[src/verilog/bridge_pkg.sv]
// Shared widths, request frame struct, operation and controller state enums
package bridge_pkg;

    // ----------------------------------------
    // Widths
    // ----------------------------------------
    localparam int data_width = 8;
    localparam int addr_width = 12;                   // Top bit selects the bridge

    typedef logic [data_width-1:0] data_t;
    typedef logic [addr_width-1:0] addr_t;
    typedef logic [addr_width-2:0] local_addr_t;      // Local store index, top bit dropped

    // Request kind, also the mode bit of a frame
    typedef enum logic {
        op_read  = 1'b0,
        op_write = 1'b1
    } op_e;

    // Serial request frame, mode sits in the MSB
    typedef struct packed {
        op_e   mode;
        data_t data;                                  // Zero for reads
        addr_t addr;
    } frame_t;

    localparam int frame_width = $bits(frame_t);      // 21

    typedef enum logic [1:0] {
        st_idle    = 2'd0,
        st_send    = 2'd1,                            // Load the transmitter
        st_tx_wait = 2'd2,                            // Frame on the line
        st_rx_wait = 2'd3                             // Wait for the response byte
    } ctrl_state_e;

endpackage

[src/verilog/local_mem_if.sv]
// Interface between the controller and the local store, with ctrl and mem modports
`timescale 1ns/1ps

interface local_mem_if;

    logic                    wen;     // Write strobe
    logic                    ren;     // Read strobe
    bridge_pkg::local_addr_t addr;
    bridge_pkg::data_t       wdata;
    bridge_pkg::data_t       rdata;   // Registered read data
    logic                    rvalid;  // One cycle after ren

    // Controller side
    modport ctrl (output wen, ren, addr, wdata, input rdata, rvalid);

    // Memory side
    modport mem (input wen, ren, addr, wdata, output rdata, rvalid);

endinterface

[src/verilog/bridge_ctrl.sv]
// Bridge controller with address decode, bridge FSM, response mux and busy flag
`timescale 1ns/1ps

module bridge_ctrl (
    input  logic                clk,
    input  logic                rstn,
    input  logic                req,                  // One-cycle request strobe
    input  bridge_pkg::op_e     req_op,
    input  bridge_pkg::addr_t   req_addr,
    input  bridge_pkg::data_t   req_wdata,
    output logic                busy,
    output logic                rsp_valid,
    output bridge_pkg::data_t   rsp_rdata,
    local_mem_if.ctrl           mem,
    output logic                tx_start,
    output bridge_pkg::frame_t  tx_frame,
    input  logic                tx_busy,
    input  logic                rx_valid,
    input  bridge_pkg::data_t   rx_data
);

    bridge_pkg::ctrl_state_e state;
    bridge_pkg::frame_t      frame_q;                 // Latched bridged request
    logic                    tx_seen;                 // tx_busy observed high
    logic                    is_bridge;
    logic                    rx_take;

    assign is_bridge = req_addr[bridge_pkg::addr_width-1];
    assign rx_take   = (state == bridge_pkg::st_rx_wait) && rx_valid;

    // ----------------------------------------
    // Local path, straight to the store
    // ----------------------------------------
    assign mem.wen   = req && !is_bridge && (req_op == bridge_pkg::op_write);
    assign mem.ren   = req && !is_bridge && (req_op == bridge_pkg::op_read);
    assign mem.addr  = req_addr[bridge_pkg::addr_width-2:0];
    assign mem.wdata = req_wdata;

    // Transmitter load
    assign tx_start = (state == bridge_pkg::st_send);
    assign tx_frame = frame_q;

    // ----------------------------------------
    // Bridge FSM and busy flag
    // ----------------------------------------
    always_ff @(posedge clk or negedge rstn) begin
        if (!rstn) begin
            state   <= bridge_pkg::st_idle;
            busy    <= 1'b0;
            tx_seen <= 1'b0;
        end else begin
            case (state)
                bridge_pkg::st_idle: if (req && is_bridge) begin
                    state <= bridge_pkg::st_send;
                    busy  <= 1'b1;                    // High from the next cycle
                end
                bridge_pkg::st_send: begin
                    state   <= bridge_pkg::st_tx_wait;
                    tx_seen <= 1'b0;
                end
                bridge_pkg::st_tx_wait: begin
                    if (tx_busy) tx_seen <= 1'b1;
                    if (tx_seen && !tx_busy) begin    // Stop bit has gone out
                        if (frame_q.mode == bridge_pkg::op_write) begin
                            state <= bridge_pkg::st_idle;
                            busy  <= 1'b0;
                        end else begin
                            state <= bridge_pkg::st_rx_wait;
                        end
                    end
                end
                bridge_pkg::st_rx_wait: if (rx_valid) begin
                    state <= bridge_pkg::st_idle;
                    busy  <= 1'b0;                    // Drops with rsp_valid
                end
                default: state <= bridge_pkg::st_idle;
            endcase
        end
    end

    // Frame capture, data field zeroed for reads
    always_ff @(posedge clk) begin
        if (state == bridge_pkg::st_idle && req && is_bridge) begin
            frame_q.mode <= req_op;
            frame_q.data <= (req_op == bridge_pkg::op_write) ? req_wdata : '0;
            frame_q.addr <= req_addr;
        end
    end

    // ----------------------------------------
    // Response register
    // ----------------------------------------
    always_ff @(posedge clk or negedge rstn) begin
        if (!rstn) begin
            rsp_valid <= 1'b0;
        end else begin
            rsp_valid <= mem.rvalid || rx_take;
        end
    end

    always_ff @(posedge clk) begin
        if (mem.rvalid) begin
            rsp_rdata <= mem.rdata;                   // Local read, 2 cycles after req
        end else if (rx_take) begin
            rsp_rdata <= rx_data;                     // Remote byte
        end
    end

    // Requester must hold off while a bridged op runs
    a_no_req_when_busy: assert property (@(posedge clk) disable iff (!rstn)
        busy |-> !req)
        else $error("bridge_ctrl: req while busy");

    // Local reads drain before the frame starts, remote byte comes later
    a_no_rsp_in_tx_wait: assert property (@(posedge clk) disable iff (!rstn)
        (state == bridge_pkg::st_tx_wait) |-> !rsp_valid)
        else $error("bridge_ctrl: rsp_valid during transmission");

endmodule

[src/flat_wrapper.sv]
// flat-port wrapper written by rule: the top's interface ports become plain ports
module bridge_ctrl_flat 
  (clk, rstn, req, req_op, req_addr, req_wdata, busy, rsp_valid, rsp_rdata, tx_start, tx_frame, tx_busy, rx_valid, rx_data, mem_wen, mem_ren, mem_addr, mem_wdata, mem_rdata, mem_rvalid);
  local_mem_if mem_i ();
  input  logic clk;
  input  logic rstn;
  input  logic req;
  input  bridge_pkg::op_e req_op;
  input  bridge_pkg::addr_t req_addr;
  input  bridge_pkg::data_t req_wdata;
  output logic busy;
  output logic rsp_valid;
  output bridge_pkg::data_t rsp_rdata;
  output logic tx_start;
  output bridge_pkg::frame_t tx_frame;
  input  logic tx_busy;
  input  logic rx_valid;
  input  bridge_pkg::data_t rx_data;
  output wire logic [$bits(mem_i.wen)-1:0] mem_wen;
  output wire logic [$bits(mem_i.ren)-1:0] mem_ren;
  output wire logic [$bits(mem_i.addr)-1:0] mem_addr;
  output wire logic [$bits(mem_i.wdata)-1:0] mem_wdata;
  input wire logic [$bits(mem_i.rdata)-1:0] mem_rdata;
  input wire logic [$bits(mem_i.rvalid)-1:0] mem_rvalid;
  assign mem_wen = mem_i.wen;
  assign mem_ren = mem_i.ren;
  assign mem_addr = mem_i.addr;
  assign mem_wdata = mem_i.wdata;
  assign mem_i.rdata = mem_rdata;
  assign mem_i.rvalid = mem_rvalid;
  bridge_ctrl u_core (.clk(clk), .rstn(rstn), .req(req), .req_op(req_op), .req_addr(req_addr), .req_wdata(req_wdata), .busy(busy), .rsp_valid(rsp_valid), .rsp_rdata(rsp_rdata), .mem(mem_i), .tx_start(tx_start), .tx_frame(tx_frame), .tx_busy(tx_busy), .rx_valid(rx_valid), .rx_data(rx_data));
endmodule
[config.mk]
export PLATFORM = sky130hd
export DESIGN_NAME = bridge_ctrl_flat
export DESIGN_NICKNAME = d
export VERILOG_FILES = /design/src/verilog/bridge_pkg.sv /design/src/verilog/local_mem_if.sv /design/src/verilog/bridge_ctrl.sv /design/src/flat_wrapper.sv
export SDC_FILE = /design/constraint.sdc
export NUM_CORES = 1
export LEC_CHECK = 0
export BUFFER_PORTS_ARGS = -buffer_cell sky130_fd_sc_hd__clkbuf_2
export CAP_MARGIN = 10
export CORE_ASPECT_RATIO = 0.75
export CORE_MARGIN = 2
export CORE_UTILIZATION = 37
export DETAILED_ROUTE_END_ITERATION = 12
export GPL_TIMING_DRIVEN = 0
export PLACE_DENSITY = 0.71
export SYNTH_ARGS = -nofsm -noshare
export SYNTH_HDL_FRONTEND = slang
export SYNTH_SLANG_ARGS = --single-unit
export TNS_END_PERCENT = 30
[constraint.sdc]
create_clock -name clk -period 2.5 [get_ports clk]
set_input_delay 0.25 -clock clk [delete_from_list [all_inputs] [get_ports clk]]
set_output_delay 0.25 -clock clk [all_outputs]
set_load 0.05 [all_outputs]
==> run summary, run 1 <==
Clock tree
- 34 — CTS Sinks
- 5 — number of buffers created by CTS
- 2 — Clock H-tree levels
- yes — TritonCTS clock tree
- 0.28 ns — worst-skew pair later-pin latency
- sky130_fd_sc_hd__clkbuf_8 — Clk Tree Root Cell
- 0.07 ns — Reg clk slew, reported paths
- 0 — post-CTS setup buffer count
- 2 — worst-case clock buffer depth

Setup path
- 9 — Crit Path Max Fanout
- sky130_fd_sc_hd__o21bai_1 — cell type of the slowest stage on the worst timing path
- 0.71 ns — register-to-register path setup slack
- u_core.state[1] — Reg2Reg Launch Point
- u_core.rsp_rdata[0] — destination of the worst register-to-register timing path
- 2.40 ns — CP required
- 1.70 ns — WP data arrival
- 3 — r2r worst-path depth
- clkbuf_1, nand2_1, o21bai_1 — chain of cells forming the critical path
- register — nature of the critical path endpoint
- reg2reg — worst setup path class
- compound AO/OA/AOI/OAI gates — cell family with the largest share of critical-path delay
- 1 — number of buffers and inverters on the critical path
- register — type of origin of the critical path
- 0.66 ns — peak per-stage delay on the critical path

Detailed routing
- 2970 microns — final WL
- 3 — DRT Pass-1 Iters
- 12.0 microns — wire length per cell
- 0 — Antenna Nets Post-Route
- 4.32 — Avg Vias per Cell
- 53 — drt first-iter violations
- 1072 — Vias
- 0 — DRC Markers

STA
- 0.00325 ns — setup clock skew after layout
- 0 — max-slew violation total from the final report
- 71.6% — ratio of final minimum period to clock period
- 1.79 ns — shortest period the worst path allows
- 0 — Final setup viols
- 558 MHz — Fmax achieved
- 0 — number of failing hold endpoints at the final stage
- 0.804 ns — Worst Max-Slew Pin Slew
- 46.3% — worst slew margin relative to its limit
- false — setup repair after global routing missed its margin
- 0 ns — Setup TNS

Synthesis
- 29 x sky130_fd_sc_hd__edfxtp_1, 19 x sky130_fd_sc_hd__buf_4, 8 x sky130_fd_sc_hd__and2_1, 8 x sky130_fd_sc_hd__mux2_2 — top cell types by occurrence after synthesis
- 93 — synthesized netlist cell count
- 1420 sq um — post-synthesis instance area
- sky130_fd_sc_hd__edfxtp_1 — prevailing post-synth register cell
- 14.7% — share of flip-flops with an asynchronous set or reset after synthesis
- 15.3 sq um — post-synthesis area per instance
- 61.3% — area fraction of the dominant cell type after synthesis
- 34 — number of register bits inferred by synthesis
- 70.1% — post-synthesis sequential area ratio
- 136 — Post-Syn Nets
- 22 — unique cell type count in the Yosys netlist
- sky130_fd_sc_hd__edfxtp_1 61%, sky130_fd_sc_hd__buf_4 10%, sky130_fd_sc_hd__dfrtp_1 8.8%, sky130_fd_sc_hd__mux2_2 6.3%, sky130_fd_sc_hd__and2_1 3.5% — cells taking the most area after synthesis
- 0 — Synth warnings
- sky130_fd_sc_hd__edfxtp_1 — cell with the most instances after synthesis
- 29 — number of enable-type register cells in the synthesized netlist
- sky130_fd_sc_hd__edfxtp_1 — largest area contributor in the synthesized netlist

Die
- 38.8% — initial cell density of the core
- 57.7 microns — die height
- 4350 sq um — die outline area
- 19 — placement row count
- 96 — number of I/O pins
- 75.5 microns — floorplan die width
- 3660 sq um — Std-Cell Core Area

Hold path
- 1 — hold path cells
- u_core.tx_frame[2] — sink of the worst hold path
- in2reg — Tightest Hold Check Type
- req_addr[2] — startpoint of the tightest hold check path

Layout
- 67.9% — ratio of cells with drive above 1 in the final layout
- 248 — fin cells
- 239 — Nets
- 45.8% — area growth from synthesis to layout
- 0 — Antenna Diode Count

Pwr
- 0.000394 V — maximum VDD drop
- 0.989 nW — leakage power figure
- 815 nW/um^2 — power density over cell area

Global route
- 4600 microns — global-route wire length before repair
- 0 — number of antenna violations at the first check in global routing
- 22 — largest net degree at the start of global routing
- 1060 — number of global-route vias before repair
- 14.5% — gr usage total
- 0 — total grt overflow

Placed design
- 2440 microns — post-detailed-placement half-perimeter wirelength
- 0.697 — final RePlAce weighted congestion
- 240 — dpl cells
- 94 — I/O Buffers

Job
- 0 — max cap viols

Run status
- finished, final reports clean — outcome

per-layer routing:
layer | global-route usage, % | vias to the layer above | routed length [microns]
met3 | 4.87 | 7 | 233
met2 | 23.7 | 48 | 1540
met1 | 16.5 | 498 | 1130
li1 | - | 519 | -
met5 | 0 | - | 0
met4 | 8.52 | 0 | 72
worst reg2reg max path: cells and delay by family (launching register included):
family	cells	cell delay, ns
DFF	1	0.32
buffers and inverters	1	0.32
AOI/OAI and AO/OA	1	0.66
and+or+nand+nor	1	0.13
final cells by class:
cell class	instances	area [sq um]
Clock buffer	5	68.8
Multi-Input combinational cell	37	280
Tap cell	52	65.1
Timing Repair Buffer	96	495
Clock inverter	2	10.0
Fill cell	344	1590
Buffer	21	151
Sequential cell	34	996
Inverter	1	3.75
cells in the final DEF, fill, tap and decap left out, types with 2 or more instances in the layout:
master                     netlist  routed
sky130_fd_sc_hd__and2_1          8       8
sky130_fd_sc_hd__clkinv_2        0       2
sky130_fd_sc_hd__clkbuf_2        0      94
sky130_fd_sc_hd__dfrtp_1         5       5
sky130_fd_sc_hd__a21o_1          2       2
sky130_fd_sc_hd__mux2_2          8       8
sky130_fd_sc_hd__clkbuf_8        0       5
sky130_fd_sc_hd__edfxtp_1       29      29
sky130_fd_sc_hd__o21ai_0         3       3
sky130_fd_sc_hd__buf_4          19      19
sky130_fd_sc_hd__nand2_1         5       5
power breakdown:
| part | internal [mW] | switching (mW) | total (mW) |
|---|---|---|---|
| clock | 0.186 | 0.181 | 0.367 |
| combinational | 0.153 | 0.415 | 0.568 |
| sequential | 0.712 | 0.0394 | 0.752 |
| total | 1.05 | 0.635 | 1.69 |
repair_timing:
| item | CTS | global route |
|---|---|---|
| gates resized for setup | 0 | 0 |
| hold buffers | 1 | 0 |
| endpoints found under the hold margin | 5 | 0 |
how the worst max path moves through the flow:
stage	from	end	slack (ns)	cells past startpoint
after global routing	u_core.state[1]	u_core.rsp_rdata[0]	0.50	3
after floorplan	u_core.state[1]	u_core.tx_frame[0]	0.63	2
after detailed placement	u_core.state[1]	u_core.rsp_rdata[4]	0.69	3
final	u_core.state[1]	u_core.rsp_rdata[0]	0.71	3
after global placement	u_core.state[1]	u_core.tx_frame[2]	0.30	2
after CTS	u_core.state[1]	u_core.rsp_rdata[2]	0.69	3
cells by family after synthesis:
family	synth area share, %
mux	6.34
buf+inv	10.9
simple gates	9.25
compound gates	3.35
flops	70.1
sequential cells by signal, summed over array words and instances, names as in the netlist:
| signal | cells |
|---|---|
| u_core.tx_frame | 21 |
| u_core.busy | 1 |
| u_core.tx_seen | 1 |
| u_core.rsp_rdata | 8 |
| u_core.state | 2 |
| u_core.rsp_valid | 1 |
metrics by stage:
stage	power [mW]	cell area, sq um	utilization, %	setup WS [ns]	hold WS (ns)
floorplan	1.18	1430	-	0.634	-0.0456
CTS	1.70	2070	56.6	0.686	0.160
finish	1.69	2070	56.6	0.709	0.165
global placement	1.31	1960	53.6	0.298	0.0694
global route	1.77	2070	56.6	0.499	0.152
detailed placement	1.34	1980	54.1	0.692	0.0743
No activity file was read; power rests on OpenSTA's default activity.
==> inputs of run 2 (changes only) <==
--- a/config.mk
+++ b/config.mk
@@ -5,6 +5,7 @@
 export SDC_FILE = /design/constraint.sdc
 export NUM_CORES = 1
 export LEC_CHECK = 0
+export ABC_AREA = 1
 export BUFFER_PORTS_ARGS = -buffer_cell sky130_fd_sc_hd__clkbuf_2
 export CAP_MARGIN = 10
 export CORE_ASPECT_RATIO = 0.75
==> constraint.sdc (replaced) <==
create_clock -name clk -period 1.55 [get_ports clk]
set_input_delay 0.155 -clock clk [delete_from_list [all_inputs] [get_ports clk]]
set_output_delay 0.155 -clock clk [all_outputs]
set_load 0.05 [all_outputs]
==> run summary, run 2 <==
Run status
- finished, final reports clean — outcome

STA
- 67.6% — worst slew margin relative to its limit
- 686 MHz — Fmax achieved
- 0 — max-slew violation total from the final report
- 0 — number of failing hold endpoints at the final stage
- 0.00403 ns — setup clock skew after layout
- 94.1% — ratio of final minimum period to clock period
- false — setup repair after global routing missed its margin
- 0.0921 ns — min setup slack post-route
- 0 ns — Setup TNS
- 1.46 ns — shortest period the worst path allows
- 0.486 ns — Worst Max-Slew Pin Slew
- 0 — Final setup viols

Setup path
- sky130_fd_sc_hd__dfrtp_2 — cell type of the slowest stage on the worst timing path
- 1 — number of buffers and inverters on the critical path
- 3 — number of cells on the critical path
- 1.39 ns — WP data arrival
- u_core.tx_frame[8] — Worst setup endpoint
- 21 — Crit Path Max Fanout
- 0.45 ns — peak per-stage delay on the critical path
- u_core.state[0] — Critical path origin
- 0.09 ns — register-to-register path setup slack
- flip-flops — cell family with the largest share of critical-path delay
- reg2reg — worst setup path class
- u_core.tx_frame[8] — destination of the worst register-to-register timing path
- u_core.state[0] — Reg2Reg Launch Point
- 3 — r2r worst-path depth
- register — type of origin of the critical path
- register — nature of the critical path endpoint
- nor2_1, nand3_2, clkinvlp_4 — chain of cells forming the critical path
- 1.48 ns — CP required

Synthesis
- 14.7% — share of flip-flops with an asynchronous set or reset after synthesis
- 1450 sq um — post-synthesis instance area
- sky130_fd_sc_hd__edfxtp_1 60%, sky130_fd_sc_hd__nand2_1 10%, sky130_fd_sc_hd__buf_4 9.8%, sky130_fd_sc_hd__dfrtp_1 8.6%, sky130_fd_sc_hd__inv_1 3.6% — cells taking the most area after synthesis
- 29 — number of enable-type register cells in the synthesized netlist
- 59.9% — area fraction of the dominant cell type after synthesis
- 0 — Synth warnings
- 34 — number of register bits inferred by synthesis
- sky130_fd_sc_hd__nand2_1 — cell with the most instances after synthesis
- 11.4 sq um — post-synthesis area per instance
- 40 x sky130_fd_sc_hd__nand2_1, 29 x sky130_fd_sc_hd__edfxtp_1, 19 x sky130_fd_sc_hd__buf_4, 14 x sky130_fd_sc_hd__inv_1, 5 x sky130_fd_sc_hd__dfrtp_1 — top cell types by occurrence after synthesis
- 68.6% — post-synthesis sequential area ratio
- 127 — synthesized netlist cell count
- sky130_fd_sc_hd__edfxtp_1 — prevailing post-synth register cell
- sky130_fd_sc_hd__edfxtp_1 — largest area contributor in the synthesized netlist
- 18 — unique cell type count in the Yosys netlist
- 170 — Post-Syn Nets

Die
- 4450 sq um — die outline area
- 39.2% — initial cell density of the core
- 58.3 microns — die height
- 19 — placement row count
- 3710 sq um — Std-Cell Core Area
- 96 — number of I/O pins
- 76.4 microns — floorplan die width

Clock tree
- 0.07 ns — Reg clk slew, reported paths
- yes — TritonCTS clock tree
- 2 — worst-case clock buffer depth
- 2 — Clock H-tree levels
- 5 — number of buffers created by CTS
- sky130_fd_sc_hd__clkbuf_8 — Clk Tree Root Cell
- 34 — CTS Sinks
- 0.27 ns — worst-skew pair later-pin latency
- 0 — post-CTS setup buffer count

Hold path
- in2reg — Tightest Hold Check Type

Global route
- 13.5% — gr usage total
- 0 — total grt overflow
- 4600 microns — global-route wire length before repair
- 0 — number of antenna violations at the first check in global routing
- 1080 — number of global-route vias before repair
- 22 — largest net degree at the start of global routing

Detailed routing
- 20 — drt first-iter violations
- 4 — DRT Pass-1 Iters
- 0 — Antenna Nets Post-Route
- 2880 microns — final WL
- 10.2 microns — wire length per cell
- 4.21 — Avg Vias per Cell
- 0 — DRC Markers
- 1183 — Vias

Placed design
- 94 — I/O Buffers
- -0.125 ns — pre-CTS setup slack
- 2260 microns — post-detailed-placement half-perimeter wirelength
- 0.865 — final RePlAce weighted congestion
- 273 — dpl cells

Layout
- 344 — filler instances
- 44.6% — area growth from synthesis to layout
- 272 — Nets
- 281 — fin cells
- 56.6% — final core occ
- 21 — max FFs per register
- 263 sq um — multi-input gate area in the final layout
- 94 x sky130_fd_sc_hd__clkbuf_2, 40 x sky130_fd_sc_hd__nand2_1, 29 x sky130_fd_sc_hd__edfxtp_1, 19 x sky130_fd_sc_hd__buf_4, 13 x sky130_fd_sc_hd__inv_1 — commonest cells after routing, fill and taps aside
- sky130_fd_sc_hd__clkbuf_2 — most common cell after layout, fill and taps aside
- 997 sq um — Storage cell area
- 56.3% — ratio of cells with drive above 1 in the final layout
- 0 — Antenna Diode Count

Pwr
- 2.84 mW — power consumption
- 0.000886 V — maximum VDD drop
- 1350 nW/um^2 — power density over cell area
- 1.11 nW — leakage power figure

Job
- 0 — max cap viols

==> run 2: cell count changes in the layout (fill, tap and decap cells not counted), sizes merged, moves of 2 or more <==
cell / change
nand2: +35
inv: +13
and2: -8
mux2: -8
nand3: +4
a21o: -2
nor2: +2
==> run 2: cell type report <==
type / instances / area share (%)
Sequential cell: 34 / 47.5
Inverter: 16 / 3.04
Clock buffer: 5 / 3.28
Buffer: 21 / 7.27
Clock inverter: 2 / 0.476
Multi-Input combinational cell: 56 / 12.5
Timing Repair Buffer: 95 / 22.9
Tap cell: 52 / 3.10
==> run 2: repair_timing <==
item / 4_1_cts / 5_1_grt
endpoints found under the setup margin: 29 / 30
gates resized for setup: 2 / 2
hold endpoints to repair: 5 / 0
hold buffers: 1 / 0
==> run 2: cell families after synthesis <==
group,Yosys count,synth area share (%)
and+or+nand+nor,50,14.3
buffers and inverters,37,14.6
DFF,34,68.6
AOI/OAI and AO/OA,6,2.50
==> run 2: worst min-delay path by stage <==
stage | from | to | slack (ns) | cells past startpoint
5_1_grt | req_op | u_core.tx_frame[20] | 0.06 | 1
4_1_cts | req_op | u_core.tx_frame[20] | 0.06 | 1
3_3_place_gp | rstn | u_core.rsp_valid | -0.02 | 1
6_report | req_op | u_core.tx_frame[20] | 0.07 | 1
3_5_place_dp | rstn | u_core.rsp_valid | -0.02 | 1
2_1_floorplan | rstn | u_core.busy | -0.14 | 0
==> run 2: report_power, final <==
group	internal, mW	switching (mW)	total, mW
Sequential	1.16	0.0807	1.24
Combinational	0.252	0.761	1.01
Clock	0.301	0.285	0.586
Total	1.71	1.13	2.84
==> run 2: per-stage QoR <==
stage / hold slack, ns / area, sq um
6_report: 0.0668 / 2100
5_1_grt: 0.0616 / 2100
4_1_cts: 0.0571 / 2090
3_5_place_dp: -0.0185 / 1990
3_3_place_gp: -0.0188 / 1990
2_1_floorplan: -0.141 / 1460
==> run 2: per-layer routing <==
metal	GRT usage (%)	part of all wire, %	vias to the layer above
met1	14.8	41	518
met4	7.01	1.5	0
met2	24.0	48	65
met5	0	0	-
met3	4.21	9.1	5
li1	-	-	595
==> run 2: worst reg2reg max path, cell delays in order, from the launching register on <==
cell	delay (ns)
sky130_fd_sc_hd__dfrtp_2	0.45
sky130_fd_sc_hd__nor2_1	0.19
sky130_fd_sc_hd__nand3_2	0.12
sky130_fd_sc_hd__clkinvlp_4	0.34
==> inputs of run 3 (changes only) <==
--- a/config.mk
+++ b/config.mk
@@ -5,15 +5,15 @@
 export SDC_FILE = /design/constraint.sdc
 export NUM_CORES = 1
 export LEC_CHECK = 0
-export ABC_AREA = 1
+export ABC_AREA = 0
 export BUFFER_PORTS_ARGS = -buffer_cell sky130_fd_sc_hd__clkbuf_2
 export CAP_MARGIN = 10
 export CORE_ASPECT_RATIO = 0.75
 export CORE_MARGIN = 2
-export CORE_UTILIZATION = 37
+export CORE_UTILIZATION = 41
 export DETAILED_ROUTE_END_ITERATION = 12
 export GPL_TIMING_DRIVEN = 0
-export PLACE_DENSITY = 0.71
+export PLACE_DENSITY = 0.75
 export SYNTH_ARGS = -nofsm -noshare
 export SYNTH_HDL_FRONTEND = slang
 export SYNTH_SLANG_ARGS = --single-unit
==> constraint.sdc (replaced) <==
create_clock -name clk -period 1.5 [get_ports clk]
set_input_delay 0.15 -clock clk [delete_from_list [all_inputs] [get_ports clk]]
set_output_delay 0.15 -clock clk [all_outputs]
set_load 0.05 [all_outputs]
==> run summary, run 3 (same netlist as run 1, synthesis figures left out) <==
Clock tree
- yes — TritonCTS clock tree
- 2 — Clock H-tree levels
- 5 — number of buffers created by CTS
- 0 — post-CTS setup buffer count
- 0.28 ns — worst-skew pair later-pin latency
- sky130_fd_sc_hd__clkbuf_8 — Clk Tree Root Cell
- 0.06 ns — Reg clk slew, reported paths
- 34 — CTS Sinks
- 2 — worst-case clock buffer depth

Detailed routing
- 3060 microns — final WL
- 1092 — Vias
- 0 — DRC Markers
- 1510 microns — met2 WL
- 1220 microns — met1 layer wirelength in the final routing
- 12.9 microns — wire length per cell
- 252 microns — sum of met3 wire segment lengths after detailed routing
- 74 — drt first-iter violations
- met4 — max layer used
- 0 — Antenna Nets Post-Route
- 4.61 — Avg Vias per Cell
- 4 — DRT Pass-1 Iters

STA
- true — setup repair after global routing missed its margin
- 0 — max-slew violation total from the final report
- 60.6% — worst slew margin relative to its limit
- 0.00371 ns — setup clock skew after layout
- 94.4% — ratio of final minimum period to clock period
- 1.42 ns — shortest period the worst path allows
- 0.589 ns — Worst Max-Slew Pin Slew
- 0 — number of failing hold endpoints at the final stage
- 0 — Final setup viols
- 706 MHz — Fmax achieved

Pwr
- 0.000758 V — maximum VDD drop
- 1390 nW/um^2 — power density over cell area
- 0.986 nW — leakage power figure

Setup path
- reg2reg — worst setup path class
- register — type of origin of the critical path
- 1.43 ns — CP required
- register — nature of the critical path endpoint
- 1.35 ns — WP data arrival
- 9 — Crit Path Max Fanout

Global route
- 915 — number of global-route vias before repair
- 0 — total grt overflow
- 0 — number of antenna violations at the first check in global routing
- 13 — largest net degree at the start of global routing
- 4280 microns — global-route wire length before repair
- 15.4% — gr usage total

Layout
- 0 — Antenna Diode Count
- sky130_fd_sc_hd__clkbuf_2 — most common cell after layout, fill and taps aside
- 2070 sq um — final design area excluding fillers
- 62.4% — final core occ
- 239 — Nets
- 45.6% — area growth from synthesis to layout
- 93 x sky130_fd_sc_hd__clkbuf_2, 29 x sky130_fd_sc_hd__edfxtp_1, 19 x sky130_fd_sc_hd__buf_4, 8 x sky130_fd_sc_hd__mux2_2, 8 x sky130_fd_sc_hd__and2_1 — commonest cells after routing, fill and taps aside
- 285 — filler instances
- 21 — max FFs per register
- 68.0% — ratio of cells with drive above 1 in the final layout

Placed design
- 94 — I/O Buffers
- 0.665 — final RePlAce weighted congestion
- 2440 microns — post-detailed-placement half-perimeter wirelength
- 1960 sq um — post-placement cell area

Die
- 3960 sq um — die outline area
- 96 — number of I/O pins
- 18 — placement row count
- 55.0 microns — die height
- 3310 sq um — Std-Cell Core Area
- 72.0 microns — floorplan die width
- 42.9% — initial cell density of the core

Job
- 0 — max cap viols

Run status
- finished, final reports clean — outcome

Hold path
- in2reg — Tightest Hold Check Type

run 3: cell types whose count changed in the layout (fill, tap and decap cells not counted), sizes merged, moves of 2 or more:
cell and delta:
inv -13, nor2 -2, a21o +2, and2 +8, clkinv -3, mux2 +8
clkbuf +3, nand2 -35, nand3 -4
run 3: per-stage QoR:
step,hold WS [ns],total power [mW],cells,setup slack [ns],setup TNS (ns)
final,0.0599,2.86,237,0.0835,0
after global routing,0.0474,2.99,237,-0.0302,-0.230
after CTS,0.0530,2.88,237,0.0340,0
after detailed placement,-0.0216,2.23,227,-0.252,-5.41
after global placement,-0.0255,2.19,227,-0.191,-4.00
after floorplan,-0.146,1.98,93,0.0192,0
run 3: final cells by class:
class                   count  area, sq um  area share, %
clock buffers               8         80.1           3.87
repair buffers             95          483           23.4
well taps                  40         50.0           2.42
multi-input cells          38          300           14.5
inverters                   1         3.75          0.182
flip-flops and latches     34          997           48.2
plain buffers              21          153           7.38
run 3: report_power, final:
part	leakage [nW]	internal (mW)	switching [mW]
clock network	0.0395	0.329	0.301
logic	0.616	0.257	0.704
registers	0.330	1.19	0.0820
total	0.986	1.78	1.09
run 3: metal layers:
metal,track usage [%],vias up
met5,0,-
met4,9.43,0
met3,6.34,8
met2,24.7,50
met1,17.6,508
li1,-,526
run 3: path summary, 6_finish.rpt:
check	from	endpoint	slack [ns]	depth (start not counted)
min reg2reg	u_core.busy	u_core.busy	0.50	1
min in group asynchronous	rstn	u_core.state[1]	0.24	2
max reg2reg	u_core.state[1]	u_core.rsp_rdata[6]	0.08	3
max	u_core.state[1]	u_core.rsp_rdata[6]	0.08	3
max in group asynchronous	rstn	u_core.state[0]	1.10	2
min	req_addr[0]	u_core.tx_frame[0]	0.06	1
run 3: timing repair:
action                                 in CTS  in global routing
resized for setup                           2                  3
setup endpoints to repair                  23                 21
gates cloned                                1                  0
pin swaps                                   1                  0
hold buffers                                1                  0
endpoints found under the hold margin       5                  0
run 3: worst max-delay path, cell delays in order, from the launching register on:
cell and delay, ns:
sky130_fd_sc_hd__dfrtp_1 0.33, sky130_fd_sc_hd__buf_2 0.22, sky130_fd_sc_hd__nand2_1 0.12, sky130_fd_sc_hd__o21bai_2 0.39
